File: src/ctrl_pkg.sv
// PS/2 set 2 scan codes without the E0 prefix, so extended keys alias their keypad twins
package ctrl_pkg;

  ////////////////////////////////////////////////////////////////////////////
  // Port widths and board count
  ////////////////////////////////////////////////////////////////////////////

  localparam int JOY_W      = 32;
  localparam int STATUS_W   = 32;
  localparam int AR_W       = 13;
  localparam int GAME_COUNT = 7;

  // Raw PS/2 event as delivered by the host, toggle flips once per event
  typedef struct packed {
    logic       toggle;
    logic       pressed;
    logic       spare;
    logic [7:0] code;
  } ps2_key_t;

  // One player's controls as seen by the core
  typedef struct packed {
    logic       up;
    logic       down;
    logic       left;
    logic       right;
    logic [3:0] buttons;   // Bit 0 is button 1
    logic       start;
    logic       coin;
    logic       pause;
  } player_t;

  // Core options decoded from the menu status word
  typedef struct packed {
    logic [3:0] offset_x;
    logic [3:0] offset_y;
    logic       rotate;
    logic       flip;
    logic       compatibility;
    logic       service;
    logic       sdram;
    logic [3:0] layer_enable;  // Sprite in bit 0, then layers 0 to 2
    logic       row_scroll_en;
    logic       row_select_en;
    logic       fb_sprite_en;
    logic       fb_system_en;
    logic [3:0] game_index;
  } options_t;

  ////////////////////////////////////////////////////////////////////////////
  // Key table
  ////////////////////////////////////////////////////////////////////////////

  localparam logic [7:0] KEY_UP    = 8'h75;
  localparam logic [7:0] KEY_DOWN  = 8'h72;
  localparam logic [7:0] KEY_LEFT  = 8'h6B;
  localparam logic [7:0] KEY_RIGHT = 8'h74;
  localparam logic [7:0] KEY_CTRL  = 8'h14;
  localparam logic [7:0] KEY_ALT   = 8'h11;
  localparam logic [7:0] KEY_SHIFT = 8'h12;
  localparam logic [7:0] KEY_SPACE = 8'h29;
  localparam logic [7:0] KEY_1     = 8'h16;
  localparam logic [7:0] KEY_2     = 8'h1E;
  localparam logic [7:0] KEY_5     = 8'h2E;
  localparam logic [7:0] KEY_6     = 8'h36;
  localparam logic [7:0] KEY_A     = 8'h1C;
  localparam logic [7:0] KEY_S     = 8'h1B;
  localparam logic [7:0] KEY_Q     = 8'h15;
  localparam logic [7:0] KEY_R     = 8'h2D;
  localparam logic [7:0] KEY_F     = 8'h2B;
  localparam logic [7:0] KEY_D     = 8'h23;
  localparam logic [7:0] KEY_G     = 8'h34;
  localparam logic [7:0] KEY_P     = 8'h4D;
  localparam logic [7:0] KEY_W     = 8'h1D;

endpackage

File: src/pll_lock_watch.sv
// Lock glitches shorter than one clk_sys period may go unseen and HOLD_CYCLES must be at least 1
`timescale 1ns/1ps

module pll_lock_watch #(
  parameter int HOLD_CYCLES = 256
) (
  input  logic clk_sys,
  input  logic RESET,
  input  logic pll_locked,
  output logic rst_pll
);

  // Counter only needs to reach HOLD_CYCLES-1
  localparam int CNT_W = (HOLD_CYCLES > 1) ? $clog2(HOLD_CYCLES) : 1;

  logic             locked_q;
  logic [CNT_W-1:0] hold_cnt;
  logic             lock_lost;

  // Falling edge of lock
  assign lock_lost = locked_q & ~pll_locked;

  always_ff @(posedge clk_sys or posedge RESET) begin
    if (RESET) begin
      locked_q <= 1'b0;
      hold_cnt <= '0;
      rst_pll  <= 1'b0;
    end else begin
      locked_q <= pll_locked;
      if (lock_lost) begin
        // Restart the hold on every new loss
        hold_cnt <= CNT_W'(HOLD_CYCLES - 1);
        rst_pll  <= 1'b1;
      end else if (hold_cnt != '0) begin
        hold_cnt <= hold_cnt - 1'b1;
      end else begin
        rst_pll <= 1'b0;
      end
    end
  end

  // Hold counter running means PLL reset asserted
  a_hold_rst : assert property (@(posedge clk_sys) disable iff (RESET)
    (hold_cnt != '0) |-> rst_pll);

endmodule

File: src/reset_sync.sv
// Input must be free of glitches since any pulse asserts the output at once and STAGES is at least 2
`timescale 1ns/1ps

module reset_sync #(
  parameter int STAGES = 4
) (
  input  logic clk_sys,
  input  logic rst_in,
  output logic rst_out
);

  logic [STAGES-1:0] chain;

  // Preset on rst_in, then zeros shift through
  always_ff @(posedge clk_sys or posedge rst_in) begin
    if (rst_in) begin
      chain <= '1;
    end else begin
      chain <= {chain[STAGES-2:0], 1'b0};
    end
  end

  // Last stage drives the synchronized reset
  assign rst_out = chain[STAGES-1];

  // Output never lags a held input
  a_rst_follow : assert property (@(posedge clk_sys) rst_in |-> rst_out);

endmodule

File: src/player_input.sv
// Keys are tracked without the E0 prefix and only joystick bits 10 to 0 reach the players
`timescale 1ns/1ps

module player_input import ctrl_pkg::*; (
  input  logic             clk_sys,
  input  logic             RESET,
  input  ps2_key_t         ps2_key,
  input  logic [JOY_W-1:0] joystick_0,
  input  logic [JOY_W-1:0] joystick_1,
  output player_t          player_0,
  output player_t          player_1
);

  // One bit per key in the table
  typedef struct packed {
    logic up, down, left, right;
    logic ctrl, alt, space, shift;
    logic k1, k5, p;
    logic r, f, d, g;
    logic a, s, q, w;
    logic k2, k6;
  } keys_t;

  logic    toggle_q;
  keys_t   keys;
  player_t key_p0;
  player_t key_p1;

  // Joystick word to player record
  function automatic player_t joy_map(input logic [10:0] joy);
    player_t p;
    p.right   = joy[0];
    p.left    = joy[1];
    p.down    = joy[2];
    p.up      = joy[3];
    p.buttons = joy[7:4];
    p.start   = joy[8];
    p.coin    = joy[9];
    p.pause   = joy[10];
    return p;
  endfunction

  ////////////////////////////////////////////////////////////////////////////
  // Key state
  ////////////////////////////////////////////////////////////////////////////

  always_ff @(posedge clk_sys or posedge RESET) begin
    if (RESET) begin
      toggle_q <= 1'b0;
      keys     <= '0;
    end else begin
      toggle_q <= ps2_key.toggle;
      // New event only on a toggle change
      if (ps2_key.toggle != toggle_q) begin
        case (ps2_key.code)
          KEY_UP:    keys.up    <= ps2_key.pressed;
          KEY_DOWN:  keys.down  <= ps2_key.pressed;
          KEY_LEFT:  keys.left  <= ps2_key.pressed;
          KEY_RIGHT: keys.right <= ps2_key.pressed;
          KEY_CTRL:  keys.ctrl  <= ps2_key.pressed;
          KEY_ALT:   keys.alt   <= ps2_key.pressed;
          KEY_SPACE: keys.space <= ps2_key.pressed;
          KEY_SHIFT: keys.shift <= ps2_key.pressed;
          KEY_1:     keys.k1    <= ps2_key.pressed;
          KEY_5:     keys.k5    <= ps2_key.pressed;
          KEY_P:     keys.p     <= ps2_key.pressed;
          KEY_R:     keys.r     <= ps2_key.pressed;
          KEY_F:     keys.f     <= ps2_key.pressed;
          KEY_D:     keys.d     <= ps2_key.pressed;
          KEY_G:     keys.g     <= ps2_key.pressed;
          KEY_A:     keys.a     <= ps2_key.pressed;
          KEY_S:     keys.s     <= ps2_key.pressed;
          KEY_Q:     keys.q     <= ps2_key.pressed;
          KEY_W:     keys.w     <= ps2_key.pressed;
          KEY_2:     keys.k2    <= ps2_key.pressed;
          KEY_6:     keys.k6    <= ps2_key.pressed;
          default:   ;  // Unknown code ignored
        endcase
      end
    end
  end

  ////////////////////////////////////////////////////////////////////////////
  // Merge with joysticks
  ////////////////////////////////////////////////////////////////////////////

  always_comb begin
    // Player 0 on arrows and left-hand modifiers
    key_p0.up      = keys.up;
    key_p0.down    = keys.down;
    key_p0.left    = keys.left;
    key_p0.right   = keys.right;
    key_p0.buttons = {keys.shift, keys.space, keys.alt, keys.ctrl};
    key_p0.start   = keys.k1;
    key_p0.coin    = keys.k5;
    key_p0.pause   = keys.p;
    // Player 1 on RDFG cluster, no pause key
    key_p1.up      = keys.r;
    key_p1.down    = keys.f;
    key_p1.left    = keys.d;
    key_p1.right   = keys.g;
    key_p1.buttons = {keys.w, keys.q, keys.s, keys.a};
    key_p1.start   = keys.k2;
    key_p1.coin    = keys.k6;
    key_p1.pause   = 1'b0;
  end

  assign player_0 = key_p0 | joy_map(joystick_0[10:0]);
  assign player_1 = key_p1 | joy_map(joystick_1[10:0]);

endmodule

File: src/option_decode.sv
// Outputs lag the status word by one cycle and a game_index of GAME_COUNT or more is unsupported
`timescale 1ns/1ps

module option_decode import ctrl_pkg::*; (
  input  logic                clk_sys,
  input  logic                RESET,
  input  logic [STATUS_W-1:0] status,
  input  logic [1:0]          buttons,
  input  logic                forced_scandoubler,
  input  logic [1:0]          sdram_sz,
  output options_t            options,
  output logic [AR_W-1:0]     video_arx,
  output logic [AR_W-1:0]     video_ary,
  output logic [1:0]          vga_sl,
  output logic                scandoubler,
  output logic                hq2x,
  output logic                cpu_reset_req
);

  logic [1:0]      aspect;
  logic [2:0]      fx;
  logic [2:0]      sl_d;
  options_t        opt_d;
  logic [AR_W-1:0] arx_d;
  logic [AR_W-1:0] ary_d;

  ////////////////////////////////////////////////////////////////////////////
  // Field decode
  ////////////////////////////////////////////////////////////////////////////

  always_comb begin
    aspect = status[2:1];
    fx     = status[7:5];
    opt_d.offset_x      = status[27:24];
    opt_d.offset_y      = status[31:28];
    opt_d.rotate        = status[3];
    opt_d.flip          = status[4];
    opt_d.compatibility = status[8];
    opt_d.service       = status[9];
    opt_d.sdram         = |sdram_sz;
    // Menu bits are disables
    opt_d.layer_enable  = ~status[13:10];
    opt_d.row_scroll_en = ~status[14];
    opt_d.row_select_en = ~status[15];
    opt_d.fb_sprite_en  = ~status[16];
    opt_d.fb_system_en  = ~status[17];
    opt_d.game_index    = status[21:18];
    // Original ratio follows rotation, others are preset ARC slots
    if (aspect == 2'd0) begin
      arx_d = opt_d.rotate ? AR_W'(3) : AR_W'(4);
      ary_d = opt_d.rotate ? AR_W'(4) : AR_W'(3);
    end else begin
      arx_d = AR_W'(aspect) - AR_W'(1);
      ary_d = '0;
    end
    // Scanline level from fx, HQ2x gives none
    sl_d = (fx != 3'd0) ? fx - 3'd1 : 3'd0;
  end

  always_ff @(posedge clk_sys or posedge RESET) begin
    if (RESET) begin
      options       <= '0;
      video_arx     <= AR_W'(4);
      video_ary     <= AR_W'(3);
      vga_sl        <= 2'd0;
      scandoubler   <= 1'b0;
      hq2x          <= 1'b0;
      cpu_reset_req <= 1'b0;
    end else begin
      options       <= opt_d;
      video_arx     <= arx_d;
      video_ary     <= ary_d;
      vga_sl        <= sl_d[1:0];
      scandoubler   <= (fx != 3'd0) | forced_scandoubler;
      hq2x          <= (fx == 3'd1);
      cpu_reset_req <= status[0] | buttons[1];  // Menu reset or user button
    end
  end

  // Board select stays within the supported set
  a_game_range : assert property (@(posedge clk_sys) disable iff (RESET)
    options.game_index < GAME_COUNT);

endmodule

File: src/core_ctrl_top.sv
// pll_locked is taken without a synchronizer and must be stable around clk_sys edges
`timescale 1ns/1ps

module core_ctrl_top import ctrl_pkg::*; #(
  parameter int HOLD_CYCLES = 256,
  parameter int STAGES      = 4
) (
  input  logic                clk_sys,
  input  logic                RESET,
  input  logic                pll_locked,
  input  ps2_key_t            ps2_key,
  input  logic [JOY_W-1:0]    joystick_0,
  input  logic [JOY_W-1:0]    joystick_1,
  input  logic [STATUS_W-1:0] status,
  input  logic [1:0]          buttons,
  input  logic                forced_scandoubler,
  input  logic [1:0]          sdram_sz,
  output logic                rst_pll,
  output logic                rst_sys,
  output logic                rst_cpu,
  output player_t             player_0,
  output player_t             player_1,
  output options_t            options,
  output logic [AR_W-1:0]     video_arx,
  output logic [AR_W-1:0]     video_ary,
  output logic [1:0]          vga_sl,
  output logic                scandoubler,
  output logic                hq2x
);

  logic sys_rst_in;
  logic cpu_rst_in;
  logic cpu_reset_req;

  ////////////////////////////////////////////////////////////////////////////
  // Clock and reset
  ////////////////////////////////////////////////////////////////////////////

  pll_lock_watch #(.HOLD_CYCLES(HOLD_CYCLES)) u_pll_lock_watch (
    .clk_sys    (clk_sys),
    .RESET      (RESET),
    .pll_locked (pll_locked),
    .rst_pll    (rst_pll)
  );

  // CPU reset also covers menu and button requests
  assign sys_rst_in = RESET | ~pll_locked;
  assign cpu_rst_in = sys_rst_in | cpu_reset_req;

  reset_sync #(.STAGES(STAGES)) u_sys_rst (
    .clk_sys (clk_sys),
    .rst_in  (sys_rst_in),
    .rst_out (rst_sys)
  );

  reset_sync #(.STAGES(STAGES)) u_cpu_rst (
    .clk_sys (clk_sys),
    .rst_in  (cpu_rst_in),
    .rst_out (rst_cpu)
  );

  ////////////////////////////////////////////////////////////////////////////
  // Controls and options
  ////////////////////////////////////////////////////////////////////////////

  player_input u_player_input (
    .clk_sys    (clk_sys),
    .RESET      (RESET),
    .ps2_key    (ps2_key),
    .joystick_0 (joystick_0),
    .joystick_1 (joystick_1),
    .player_0   (player_0),
    .player_1   (player_1)
  );

  option_decode u_option_decode (
    .clk_sys            (clk_sys),
    .RESET              (RESET),
    .status             (status),
    .buttons            (buttons),
    .forced_scandoubler (forced_scandoubler),
    .sdram_sz           (sdram_sz),
    .options            (options),
    .video_arx          (video_arx),
    .video_ary          (video_ary),
    .vga_sl             (vga_sl),
    .scandoubler        (scandoubler),
    .hq2x               (hq2x),
    .cpu_reset_req      (cpu_reset_req)
  );

endmodule

File: config.mk
export PLATFORM = sky130hd
export DESIGN_NAME = core_ctrl_top
export DESIGN_NICKNAME = d
export VERILOG_FILES = /design/src/ctrl_pkg.sv /design/src/pll_lock_watch.sv /design/src/reset_sync.sv /design/src/player_input.sv /design/src/option_decode.sv /design/src/core_ctrl_top.sv
export SDC_FILE = /design/constraint.sdc
export NUM_CORES = 1
export LEC_CHECK = 0
export BUFFER_PORTS_ARGS = -buffer_cell sky130_fd_sc_hd__buf_4
export CORE_MARGIN = 10
export CORE_UTILIZATION = 46
export CTS_CLUSTER_DIAMETER = 200
export DETAILED_ROUTE_END_ITERATION = 12
export PLACE_DENSITY = 0.92
export SLEW_MARGIN = 20
export SYNTH_ARGS = -nofsm -noshare
export SYNTH_HDL_FRONTEND = slang
export SYNTH_SLANG_ARGS = --single-unit
File: constraint.sdc
create_clock -name clk_sys -period 3.3 [get_ports clk_sys]
set_input_delay 0.495 -clock clk_sys [delete_from_list [all_inputs] [get_ports clk_sys]]
set_output_delay 0.495 -clock clk_sys [all_outputs]
set_load 0.02 [all_outputs]
After elaboration in Yosys (flattened, before gate mapping)

Index checks and enable logic that the tools add are counted.

Register bits after elaboration: 96
Bits in latches: 0
RAM bits: 0
Memory bits (read-only): 0
Output and inout bits: 80
Memories kept: 0

Add/subtract/negate cells: 3
Multiply operators: 0
Divide/modulo/power cells: 0
Magnitude comparators: 0
Eq/ne operators: 24
Shift operators: 0
Mux-type cells: 9
Bitwise logic cells: 13
Reductions and logical operators: 26

Operator list:

| operator                                         | count |
|---|---|
| == test 8 x 5 -> 1 bit, second input constant    | 9 |
| == test 8 x 6 -> 1 bit, second input constant    | 7 |
| AND reduction 2 bit                              | 21 |
| == test 8 x 7 -> 1 bit, second input constant    | 5 |
| 2-to-1 mux 13 bit                                | 2 |
| bitwise OR 11 bit                                | 2 |
| 2-to-1 mux 8 bit                                 | 2 |
| nonzero test 8 bit                               | 1 |
| subtractor 8 x 1 -> 8 bit, second input constant | 1 |
| 2-to-1 mux 3 bit                                 | 2 |
| inverter 1 bit                                   | 5 |
| inverter 4 bit                                   | 1 |
| bitwise OR 1 bit                                 | 4 |
| == test 3 x 1 -> 1 bit, second input constant    | 1 |
| nonzero test 3 bit                               | 1 |
| subtractor 2 x 1 -> 3 bit, second input constant | 1 |
| logical NOT 2 bit                                | 1 |
| 2-to-1 mux 1 bit                                 | 2 |
| 2-to-1 mux 2 bit                                 | 1 |
| != test 2 x 1 -> 1 bit, second input constant    | 1 |
| nonzero test 2 bit                               | 1 |
| OR reduction 2 bit                               | 1 |
| subtractor 2 x 1 -> 2 bit, second input constant | 1 |
| AND 1 bit                                        | 1 |
| != test 1 bit                                    | 1 |

Logic depth before layout (Yosys ltp)

Gate-level depths: netlist of the first run.

Depth in word-level cells: 3
Mapped depth: 6
Depth with buffers taken out: 5

Hierarchy

Synthesis of the first run repeated with hierarchy kept, for this count alone.

Cell total of the unflattened synthesis: 255
Area total of the unflattened synthesis: 3195.6 um^2

Modules (own cells, without submodules):

| module         | times used | cells each | area an instance (um^2) | sequential area each (um^2) |
|---|---|---|---|---|
| player_input   | 1          | 111        | 1282.5                  | 550.5 |
| option_decode  | 1          | 82         | 1177.4                  | 903.4 |
| pll_lock_watch | 1          | 48         | 495.5                   | 250.2 |
| reset_sync     | 2          | 6          | 112.6                   | 105.1 |
| core_ctrl_top  | 1          | 2          | 15.0                    | 0.0 |

Worst setup path before layout of the first run

OpenSTA, ideal clock, no wires.

Kind: input-to-reg
Start: in ps2_key[0] in the netlist's numbering
End: reg u_player_input.keys, in the netlist u_player_input.key_p0[2]
Setup time: 127 ps
Arrival time: 1431 ps
Data required time: 3173 ps
Slack: 1742 ps
Stages: 4
Cell sequence: buf_2 nor4b_4 nand4_1 mux2_1

Longest elaborated chain between the ends: 2

RTL lines:

| element                       | line                | RTL |
|---|---|---|
| start, declared               | core_ctrl_top.sv:11 | `input ps2_key_t ps2_key,` |
| == test 8 x 5 -> 1 bit        | player_input.sv:55  | `case (ps2_key.code)` |
| AND reduction 2 bit (no line) | -                   |  |
| end, declared                 | player_input.sv:25  | `keys_t keys;` |

Every way passes these cells.
A chain may end at the register's enable or synchronous reset.

Worst setup path after layout of the first run

Start: reg u_pll_lock_watch.hold_cnt[0]
End: reg u_pll_lock_watch.hold_cnt[4]

Longest elaborated chain between the ends: 3
Elaborated cells between the ends (all ways): 5

RTL lines:

| element                   | line                 | RTL |
|---|---|---|
| start, declared           | pll_lock_watch.sv:17 | `logic [CNT_W-1:0] hold_cnt;` |
| start signal, assigned    | pll_lock_watch.sv:32 | `hold_cnt <= CNT_W'(HOLD_CYCLES - 1);` |
| start signal, assigned    | pll_lock_watch.sv:35 | `hold_cnt <= hold_cnt - 1'b1;` |
| subtractor 8 x 1 -> 8 bit | pll_lock_watch.sv:35 |  |
| 2-to-1 mux 8 bit          | pll_lock_watch.sv:34 | `end else if (hold_cnt != '0) begin` |
| 2-to-1 mux 8 bit          | pll_lock_watch.sv:30 | `if (lock_lost) begin` |

Several ways; a longest one is shown, not always the timed one. The select of a mux whose other input is x is not followed.

==> results.rst, run 1 <==
.. list-table::
   :header-rows: 1

   * - Metric
     - Value
   * - Outcome
     - completed
   * - Highest cell delay on the worst timing path
     - 0.52 ns
   * - Post-Synthesis Cell Area
     - between 3000 and 4000 um2
   * - Total of warnings raised by yosys
     - 0
   * - FILL cells
     - 530
   * - Share of the yosys chip area belonging to registers
     - between 60% and 70%
   * - RSZ-0062 raised after global routing
     - false
   * - Cell breakdown of the critical path
     - inv_1 -> ha_1 -> or3b_1 -> or3b_2 -> nand3_1
   * - Vias after detailed routing
     - about 2300
   * - Overall routing resource usage
     - 13.97%
   * - Via density per instance
     - slightly below 5
   * - Count of state elements after synthesis
     - between 70 and 80
   * - Post-CTS setup buffer count
     - 0
   * - Total power
     - 2.053 mW
   * - Per-instance average area after synthesis
     - roughly 12 um2
   * - Count of hold buffers inserted by post-cts repair
     - 0
   * - Number of flops mapped to enable cells by yosys
     - 0
   * - Maximum number of pins on one net before global-route repair
     - 35
   * - Path category of the worst min-delay check
     - primary input to register
   * - Reg2reg path depth
     - 5
   * - Type of the worst setup path
     - register to register
   * - Critical Path End Type
     - register
   * - Setup-failing EPs final
     - 0
   * - Power per cell area
     - 473.0 nW/um2
   * - Starting density of the core
     - between 40% and 50%
   * - Finished Cell Area
     - between 4000 and 5000 um2
   * - Buffers and inverters on the worst path
     - 1
   * - Drt first pass iters
     - 4
   * - CP max FO
     - 11
   * - Peak clock frequency supported by timing
     - between 0.5 and 0.6 GHz
   * - Vertical extent of the die
     - 102.8 um
   * - Predominant post-synthesis flop cell
     - dfrtp_1
   * - Antenna diode count
     - 0
   * - Max Transition Viols Final
     - 0
   * - Required arrival time at the worst endpoint
     - 3.57 ns
   * - Total of max-cap violations
     - 0
   * - Ratio of cells with drive above 1 in the final layout
     - between 50% and 60%
   * - Worst setup path endpoint
     - u_pll_lock_watch.hold_cnt[4]
   * - Area share of the largest cell type after synthesis
     - 52.36%
   * - Per-cell routed wire length
     - 16.21 um
   * - Number of global-route vias before repair
     - 2403
   * - Clock sink count
     - between 70 and 80
   * - Reported leakage power
     - 2.142 nW
   * - Antenna violation net count after detailed routing
     - 0
   * - Leading cell type in the layout, fill and taps excluded
     - buf_4
   * - Cell accounting for the most synthesized area
     - dfrtp_1
   * - Initial antenna violation count
     - 0
   * - Cts repair resizes
     - 0
   * - Cell type group with the largest total delay on the critical path
     - simple AND/OR/NAND/NOR gates
   * - Endpoint of the most critical register-to-register path
     - u_pll_lock_watch.hold_cnt[4]
   * - CTS HTree Levels
     - 3
   * - Number of buffers on the longest clock path
     - 2
   * - Worst reg2reg setup slack
     - roughly 1.4 ns
   * - Multi-input logic area
     - between 1000 and 1500 um2
   * - Number of clock buffers inserted by TritonCTS
     - 9
   * - Area grow syn2layout
     - 37.56%
   * - Core region area
     - 6719 um2
   * - Detail Placement HPWL
     - a little over 6000 um
   * - Clock latency at the later pin of the worst-skew pair
     - between 0.3 and 0.4 ns
   * - Post-Route Setup TNS
     - 0 ns
   * - Top cells by area in the synthesized netlist
     - dfrtp_1 (52%), dfstp_2 (8.3%), mux2_2 (6.4%)
   * - Number of ports placed on the die boundary
     - between 150 and 200
   * - Drc violations
     - 0
   * - First-pass GRT wire length
     - approximately 12000 um
   * - Endpoint arrival time on the critical path
     - 2.12 ns
   * - CP Launch Point
     - u_pll_lock_watch.hold_cnt[0]
   * - Placed Instance Area
     - about 4100 um2
   * - Clock Skews
     - roughly 0.007 ns
   * - Die Outline Area
     - roughly 11000 um2
   * - Clk slew on worst S/H paths
     - about 0.080 ns
   * - Distinct cells, synth
     - 41
   * - Global placement routability congestion
     - ~0.89
   * - Most frequent cells in the layout
     - buf_4 (139), dfrtp_1 (66), or2_2 (23)
   * - Number of buffer cells added on primary ports
     - around 140
   * - TritonCTS clock tree
     - yes
   * - Overall routed net length
     - about 7700 um
   * - Worst-path cell with the longest stage delay
     - or3b_1
   * - Startpoint Class
     - register
   * - Post-layout net count
     - 505
   * - Post-synth ARST share
     - 100.0%
   * - Post-route clock period utilization
     - between 50% and 60%
   * - Std cell rows
     - 30
   * - Worst r2r src
     - u_pll_lock_watch.hold_cnt[0]
   * - Synthesized netlist cell count
     - 256
   * - Max-slew headroom
     - 55.22%
   * - Initial DRC count
     - between 50 and 60
   * - Actual slew at the worst max-slew pin
     - roughly 0.67 ns
   * - Worst voltage drop across the vdd grid
     - slightly below 300 uV
   * - Root Buffer Master
     - clkbuf_8
   * - Endpoints failing hold
     - 0
   * - Final critical delay including setup and external delays
     - 1.851 ns
   * - Overflow left after global routing
     - 0
   * - Total area of sequential cells
     - ~1900 um2
   * - Stages on the worst setup path
     - 5
   * - Die X-Extent
     - just over 100 um
routing by layer:
layer	GRT usage [%]	routed length [um]	vias up	part of all wire, %
li1	-	-	1106	-
met1	14.21	2623	1104	34
met2	23.80	3919	121	51
met3	7.507	1047	9	14
met4	5.134	93	0	1.2
met5	0	0	-	0
how the worst min path moves through the flow:
| stage | from | end | slack, ns | cells past startpoint |
|---|---|---|---|---|
| 2_1_floorplan | u_cpu_rst.chain[0] | u_cpu_rst.chain[1] | 0.35 | 0 |
| 3_3_place_gp | u_sys_rst.chain[0] | u_sys_rst.chain[1] | 0.35 | 0 |
| 3_5_place_dp | u_cpu_rst.chain[0] | u_cpu_rst.chain[1] | 0.35 | 0 |
| 4_1_cts | status[4] | u_option_decode.options[15] | 0.23 | 1 |
| 5_1_grt | status[4] | u_option_decode.options[15] | 0.23 | 1 |
| 6_report | status[4] | u_option_decode.options[15] | 0.25 | 1 |
Yosys cell counts, types with 3 or more instances:
| library cell | count |
|---|---|
| o211ai_1 | 3 |
| or2_2 | 23 |
| nor3_1 | 4 |
| buf_2 | 5 |
| buf_4 | 21 |
| dfrtp_1 | 66 |
| o21ai_0 | 4 |
| nand4_1 | 15 |
| mux2_1 | 3 |
| and2_1 | 3 |
| nand2_1 | 8 |
| nor2_1 | 12 |
| mux2_2 | 18 |
| nor2b_1 | 7 |
| nand3_1 | 10 |
| dfstp_2 | 10 |
| inv_1 | 12 |
stage by stage:
stage,instances,hold slack (ns),setup WS [ns],util [%]
floorplan,268,0.3452,1.097,-
global placement,458,0.3459,1.530,61.75
CTS,474,0.2282,1.444,64.58
finish,474,0.2547,1.449,64.58
global route,474,0.2298,1.349,64.58
detailed placement,458,0.3476,1.459,61.75
power by group:
part           internal [mW]  switching [mW]  leakage (nW)
clock network          0.346           0.336        0.0992
logic                  0.161           0.177          1.14
registers              0.994          0.0383         0.900
registers in the layout, summed over array words and instances (netlist names):
register	cells
u_option_decode.scandoubler	1
u_pll_lock_watch.hold_cnt	8
u_cpu_rst.chain	4
u_pll_lock_watch.rst_pll	1
u_option_decode.cpu_reset_req	1
u_sys_rst.chain	4
u_option_decode.video_ary	2
u_player_input.key_p0	11
u_player_input.key_p1	10
u_option_decode.hq2x	1
u_option_decode.options	25
u_player_input.toggle_q	1
u_pll_lock_watch.locked_q	1
u_option_decode.video_arx	4
u_option_decode.vga_sl	2
cells by family after synthesis:
logic type                 count (synthesis)  share of synthesized area (%)
AOI/OAI and AO/OA                         15                          3.134
xor gates and xnor gates                   1                         0.2777
adders and majority gates                  1                         0.3966
buffers and inverters                     41                          7.576
DFF                                       76                          60.69
muxes                                     21                          7.497
other                                      1                         0.1189
and+or+nand+nor                          100                          20.31
layout make-up:
cell class | instances | share of cell area, %
multi-input combinational | 151 | 24.11
timing repair buffer | 139 | 24.05
inverter | 12 | 1.038
sequential | 76 | 44.12
tap | 80 | 2.307
clock buffer | 9 | 2.855
clock inverter | 7 | 1.528
No activity file was read; power rests on OpenSTA's default activity.
==> inputs of run 2 (changes only) <==
--- a/config.mk
+++ b/config.mk
@@ -5,12 +5,13 @@
 export SDC_FILE = /design/constraint.sdc
 export NUM_CORES = 1
 export LEC_CHECK = 0
+export ABC_AREA = 1
 export BUFFER_PORTS_ARGS = -buffer_cell sky130_fd_sc_hd__buf_4
 export CORE_MARGIN = 10
-export CORE_UTILIZATION = 46
+export CORE_UTILIZATION = 39
 export CTS_CLUSTER_DIAMETER = 200
 export DETAILED_ROUTE_END_ITERATION = 12
-export PLACE_DENSITY = 0.92
+export PLACE_DENSITY = 0.84
 export SLEW_MARGIN = 20
 export SYNTH_ARGS = -nofsm -noshare
 export SYNTH_HDL_FRONTEND = slang
==> constraint.sdc (replaced) <==
create_clock -name clk_sys -period 1.48 [get_ports clk_sys]
set_input_delay 0.222 -clock clk_sys [delete_from_list [all_inputs] [get_ports clk_sys]]
set_output_delay 0.222 -clock clk_sys [all_outputs]
set_load 0.02 [all_outputs]
==> run 2 against run 1 <==
Effect of this change: wire length up 17%; power up 130%; critical path depth down 3; global-route usage up 0.97 points; hold slack worse by 0.25 ns; critical path type is now register to primary output; critical endpoint is now player_1[2]; largest power group unchanged.
==> results.rst, run 2 <==
.. list-table::
   :header-rows: 1

   * - Metric
     - Value
   * - Number of buffer cells added on primary ports
     - between 100 and 150
   * - Required arrival time at the worst endpoint
     - ~1.3 ns
   * - Drc violations
     - 0
   * - Actual slew at the worst max-slew pin
     - slightly above 0.5 ns
   * - Setup-failing EPs final
     - 0
   * - Top cells by area in the synthesized netlist
     - dfrtp_1 (52%), dfstp_2 (8.3%), nand2_1 (7.3%)
   * - Per-cell routed wire length
     - around 15 um
   * - Most frequent cells in the layout
     - buf_4 (139), dfrtp_1 (66), nand2_1 (62)
   * - Type of the worst setup path
     - register to primary output
   * - Switching part of the total
     - a little over a quarter
   * - Fraction of power consumed by combinational cells
     - 17.5%
   * - Endpoints failing hold
     - 0
   * - Total of warnings raised by yosys
     - 0
   * - Share of the yosys chip area belonging to registers
     - between 60% and 70%
   * - Clock Skews
     - approximately 0.0068 ns
   * - CP max FO
     - 2
   * - Leading cell type in the layout, fill and taps excluded
     - buf_4
   * - Post-Route Setup TNS
     - 0 ns
   * - Max Transition Viols Final
     - 0
   * - Clk slew on worst S/H paths
     - approximately 0.090 ns
   * - Peak clock frequency supported by timing
     - roughly 0.7 GHz
   * - Switching Power
     - roughly 1.3 mW
   * - Ratio of cells with drive above 1 in the final layout
     - around two fifths
   * - Register containing the most flip-flops in the final layout
     - u_option_decode.options
   * - Core region area
     - about 7800 um2
   * - Root Buffer Master
     - clkbuf_8
   * - Detail Placement HPWL
     - between 6000 and 7000 um
   * - Path category of the worst min-delay check
     - primary input to asynchronous set/reset pin
   * - Die Outline Area
     - between 10000 and 15000 um2
   * - Via density per instance
     - 4.540
   * - Startpoint Class
     - register
   * - Post-Synthesis Cell Area
     - about 3200 um2
   * - Initial antenna violation count
     - 1
   * - Cell accounting for the most synthesized area
     - dfrtp_1
   * - Post-layout net count
     - just over 600
   * - Count of state elements after synthesis
     - 76
   * - Clock sink count
     - 76
   * - Total of max-cap violations
     - 0
   * - Std cell rows
     - 32
   * - Drt first pass iters
     - 4
   * - Worst voltage drop across the vdd grid
     - slightly above 600 uV
   * - Overall routed net length
     - between 8000 and 9000 um
   * - Max-slew headroom
     - ~65%
   * - Area share of the largest cell type after synthesis
     - 52.09%
   * - Distinct cells, synth
     - 25
   * - Non-filler cells in the finished layout
     - approximately 600
   * - Number of buffers on the longest clock path
     - 2
   * - Overflow left after global routing
     - 0
   * - Power per cell area
     - around 1000 nW/um2
   * - Proportion of power drawn by flip-flops and latches
     - between 40% and 50%
   * - Area grow syn2layout
     - 47.16%
   * - Outcome
     - completed
   * - Per-instance average area after synthesis
     - just under 10 um2
   * - TritonCTS clock tree
     - yes
   * - Post-synth ARST share
     - 100.0%
   * - Vias after detailed routing
     - 2715
   * - Number of flops mapped to enable cells by yosys
     - 0
   * - Initial DRC count
     - 94
   * - Clock latency at the later pin of the worst-skew pair
     - 0.35 ns
   * - Antenna violation net count after detailed routing
     - 0
   * - Top cell types by occurrence after synthesis
     - dfrtp_1 (66), nand2_1 (62), nor2_1 (33)
   * - Number of clock buffers inserted by TritonCTS
     - 9
   * - Number of ports placed on the die boundary
     - around 200
   * - Overall routing resource usage
     - 14.94%
   * - CTS HTree Levels
     - 3
   * - Dominant cell by count in the synthesized netlist
     - dfrtp_1
   * - Max FFs per register
     - 25
   * - Vertical extent of the die
     - around 110 um
   * - RSZ-0062 raised after global routing
     - false
   * - Worst reg2reg setup slack
     - 0.15 ns
   * - Global placement routability congestion
     - 0.8414
   * - Maximum number of pins on one net before global-route repair
     - 36
   * - DP Cell Count
     - 554
   * - First-pass GRT wire length
     - around 14000 um
   * - Critical Path End Type
     - primary output
   * - Synthesized netlist cell count
     - 329
   * - Cell internal pwr
     - approximately 3.4 mW
   * - Reported leakage power
     - ~2.3 nW
   * - Utilization after layout
     - 59.76%
   * - Endpoint arrival time on the critical path
     - approximately 1.2 ns
   * - Number of global-route vias before repair
     - 2907
   * - Die X-Extent
     - about 110 um
   * - Final critical delay including setup and external delays
     - 1.430 ns
   * - Starting density of the core
     - between 40% and 50%
   * - Post-route clock period utilization
     - a little over nine tenths
   * - Predominant post-synthesis flop cell
     - dfrtp_1
   * - Share of power burned in the clock network
     - roughly a third
## run 2: metal layers
metal,share of wire [%],vias to the layer above,global-route usage (%)
met5,0,-,0
met1,35,1255,14.99
met2,52,121,26.63
met4,2.3,0,6.330
met3,10,20,6.326
li1,-,1319,-
## run 2: worst max-delay path: stages (launching register included)
cell and delay, ns:
dfrtp_1 0.40, or2_2 0.30, buf_4 0.16
## run 2: power by group through the flow
stage / Sequential (mW) / Clock [mW] / Combinational (mW)
after floorplan: 2.38 / 0 / 0.402
after global placement: 2.32 / 0 / 0.739
after detailed placement: 2.33 / 0 / 0.763
after CTS: 2.29 / 1.63 / 0.823
after global routing: 2.31 / 1.74 / 0.900
final: 2.29 / 1.59 / 0.823
## run 2: repair_timing
item,in CTS,in global routing
setup endpoints to repair,0,25
hold buffers,26,0
buffers inserted,0,1
hold endpoints to repair,28,0
resized for setup,0,2
## run 2: through the flow
stage	setup WS, ns	power, mW	hold slack, ns	area, um2
6_report	0.04951	4.710	0.001629	4666
5_1_grt	0.003983	4.955	0.01036	4666
4_1_cts	0.01908	4.748	0.005651	4648
3_5_place_dp	0.1132	3.093	0.3324	4187
3_3_place_gp	0.1795	3.061	0.3312	4187
2_1_floorplan	0.2894	2.778	0.2534	3219
## run 2: worst paths after layout
path	to	startpoint	depth (start not counted)
min in group clk_sys	u_option_decode.video_arx[0]	status[1]	2
hold / removal	u_option_decode.cpu_reset_req	RESET	3
hold reg to reg	u_cpu_rst.chain[1]	u_cpu_rst.chain[0]	0
setup / recovery	player_1[2]	u_player_input.key_p1[2]	2
max in group asynchronous	u_cpu_rst.chain[0]	pll_locked	4
setup reg to reg	u_pll_lock_watch.hold_cnt[1]	u_pll_lock_watch.hold_cnt[0]	7
## run 2: kinds of logic (layout without fill, tap and decap cells)
logic type | Yosys count | count (layout) | share of synthesized area (%)
adder cells (fa/ha/maj) | 1 | 1 | 0.3946
buffers and inverters | 59 | 213 | 9.984
AND/OR/NAND/NOR | 168 | 168 | 25.26
other | 1 | 14 | 0.1183
flip-flops | 76 | 76 | 60.38
AO/OA/AOI/OAI | 24 | 24 | 3.867
## run 2: area by class of cell
cell class	instances	area, um2
antenna	1	2.502
clock buffer	10	137.6
clock inverter	6	63.81
fill	666	3142
inverter	32	123.9
multi-input combinational	206	992.2
sequential	76	1914
tap	102	127.6
timing repair buffer	165	1304
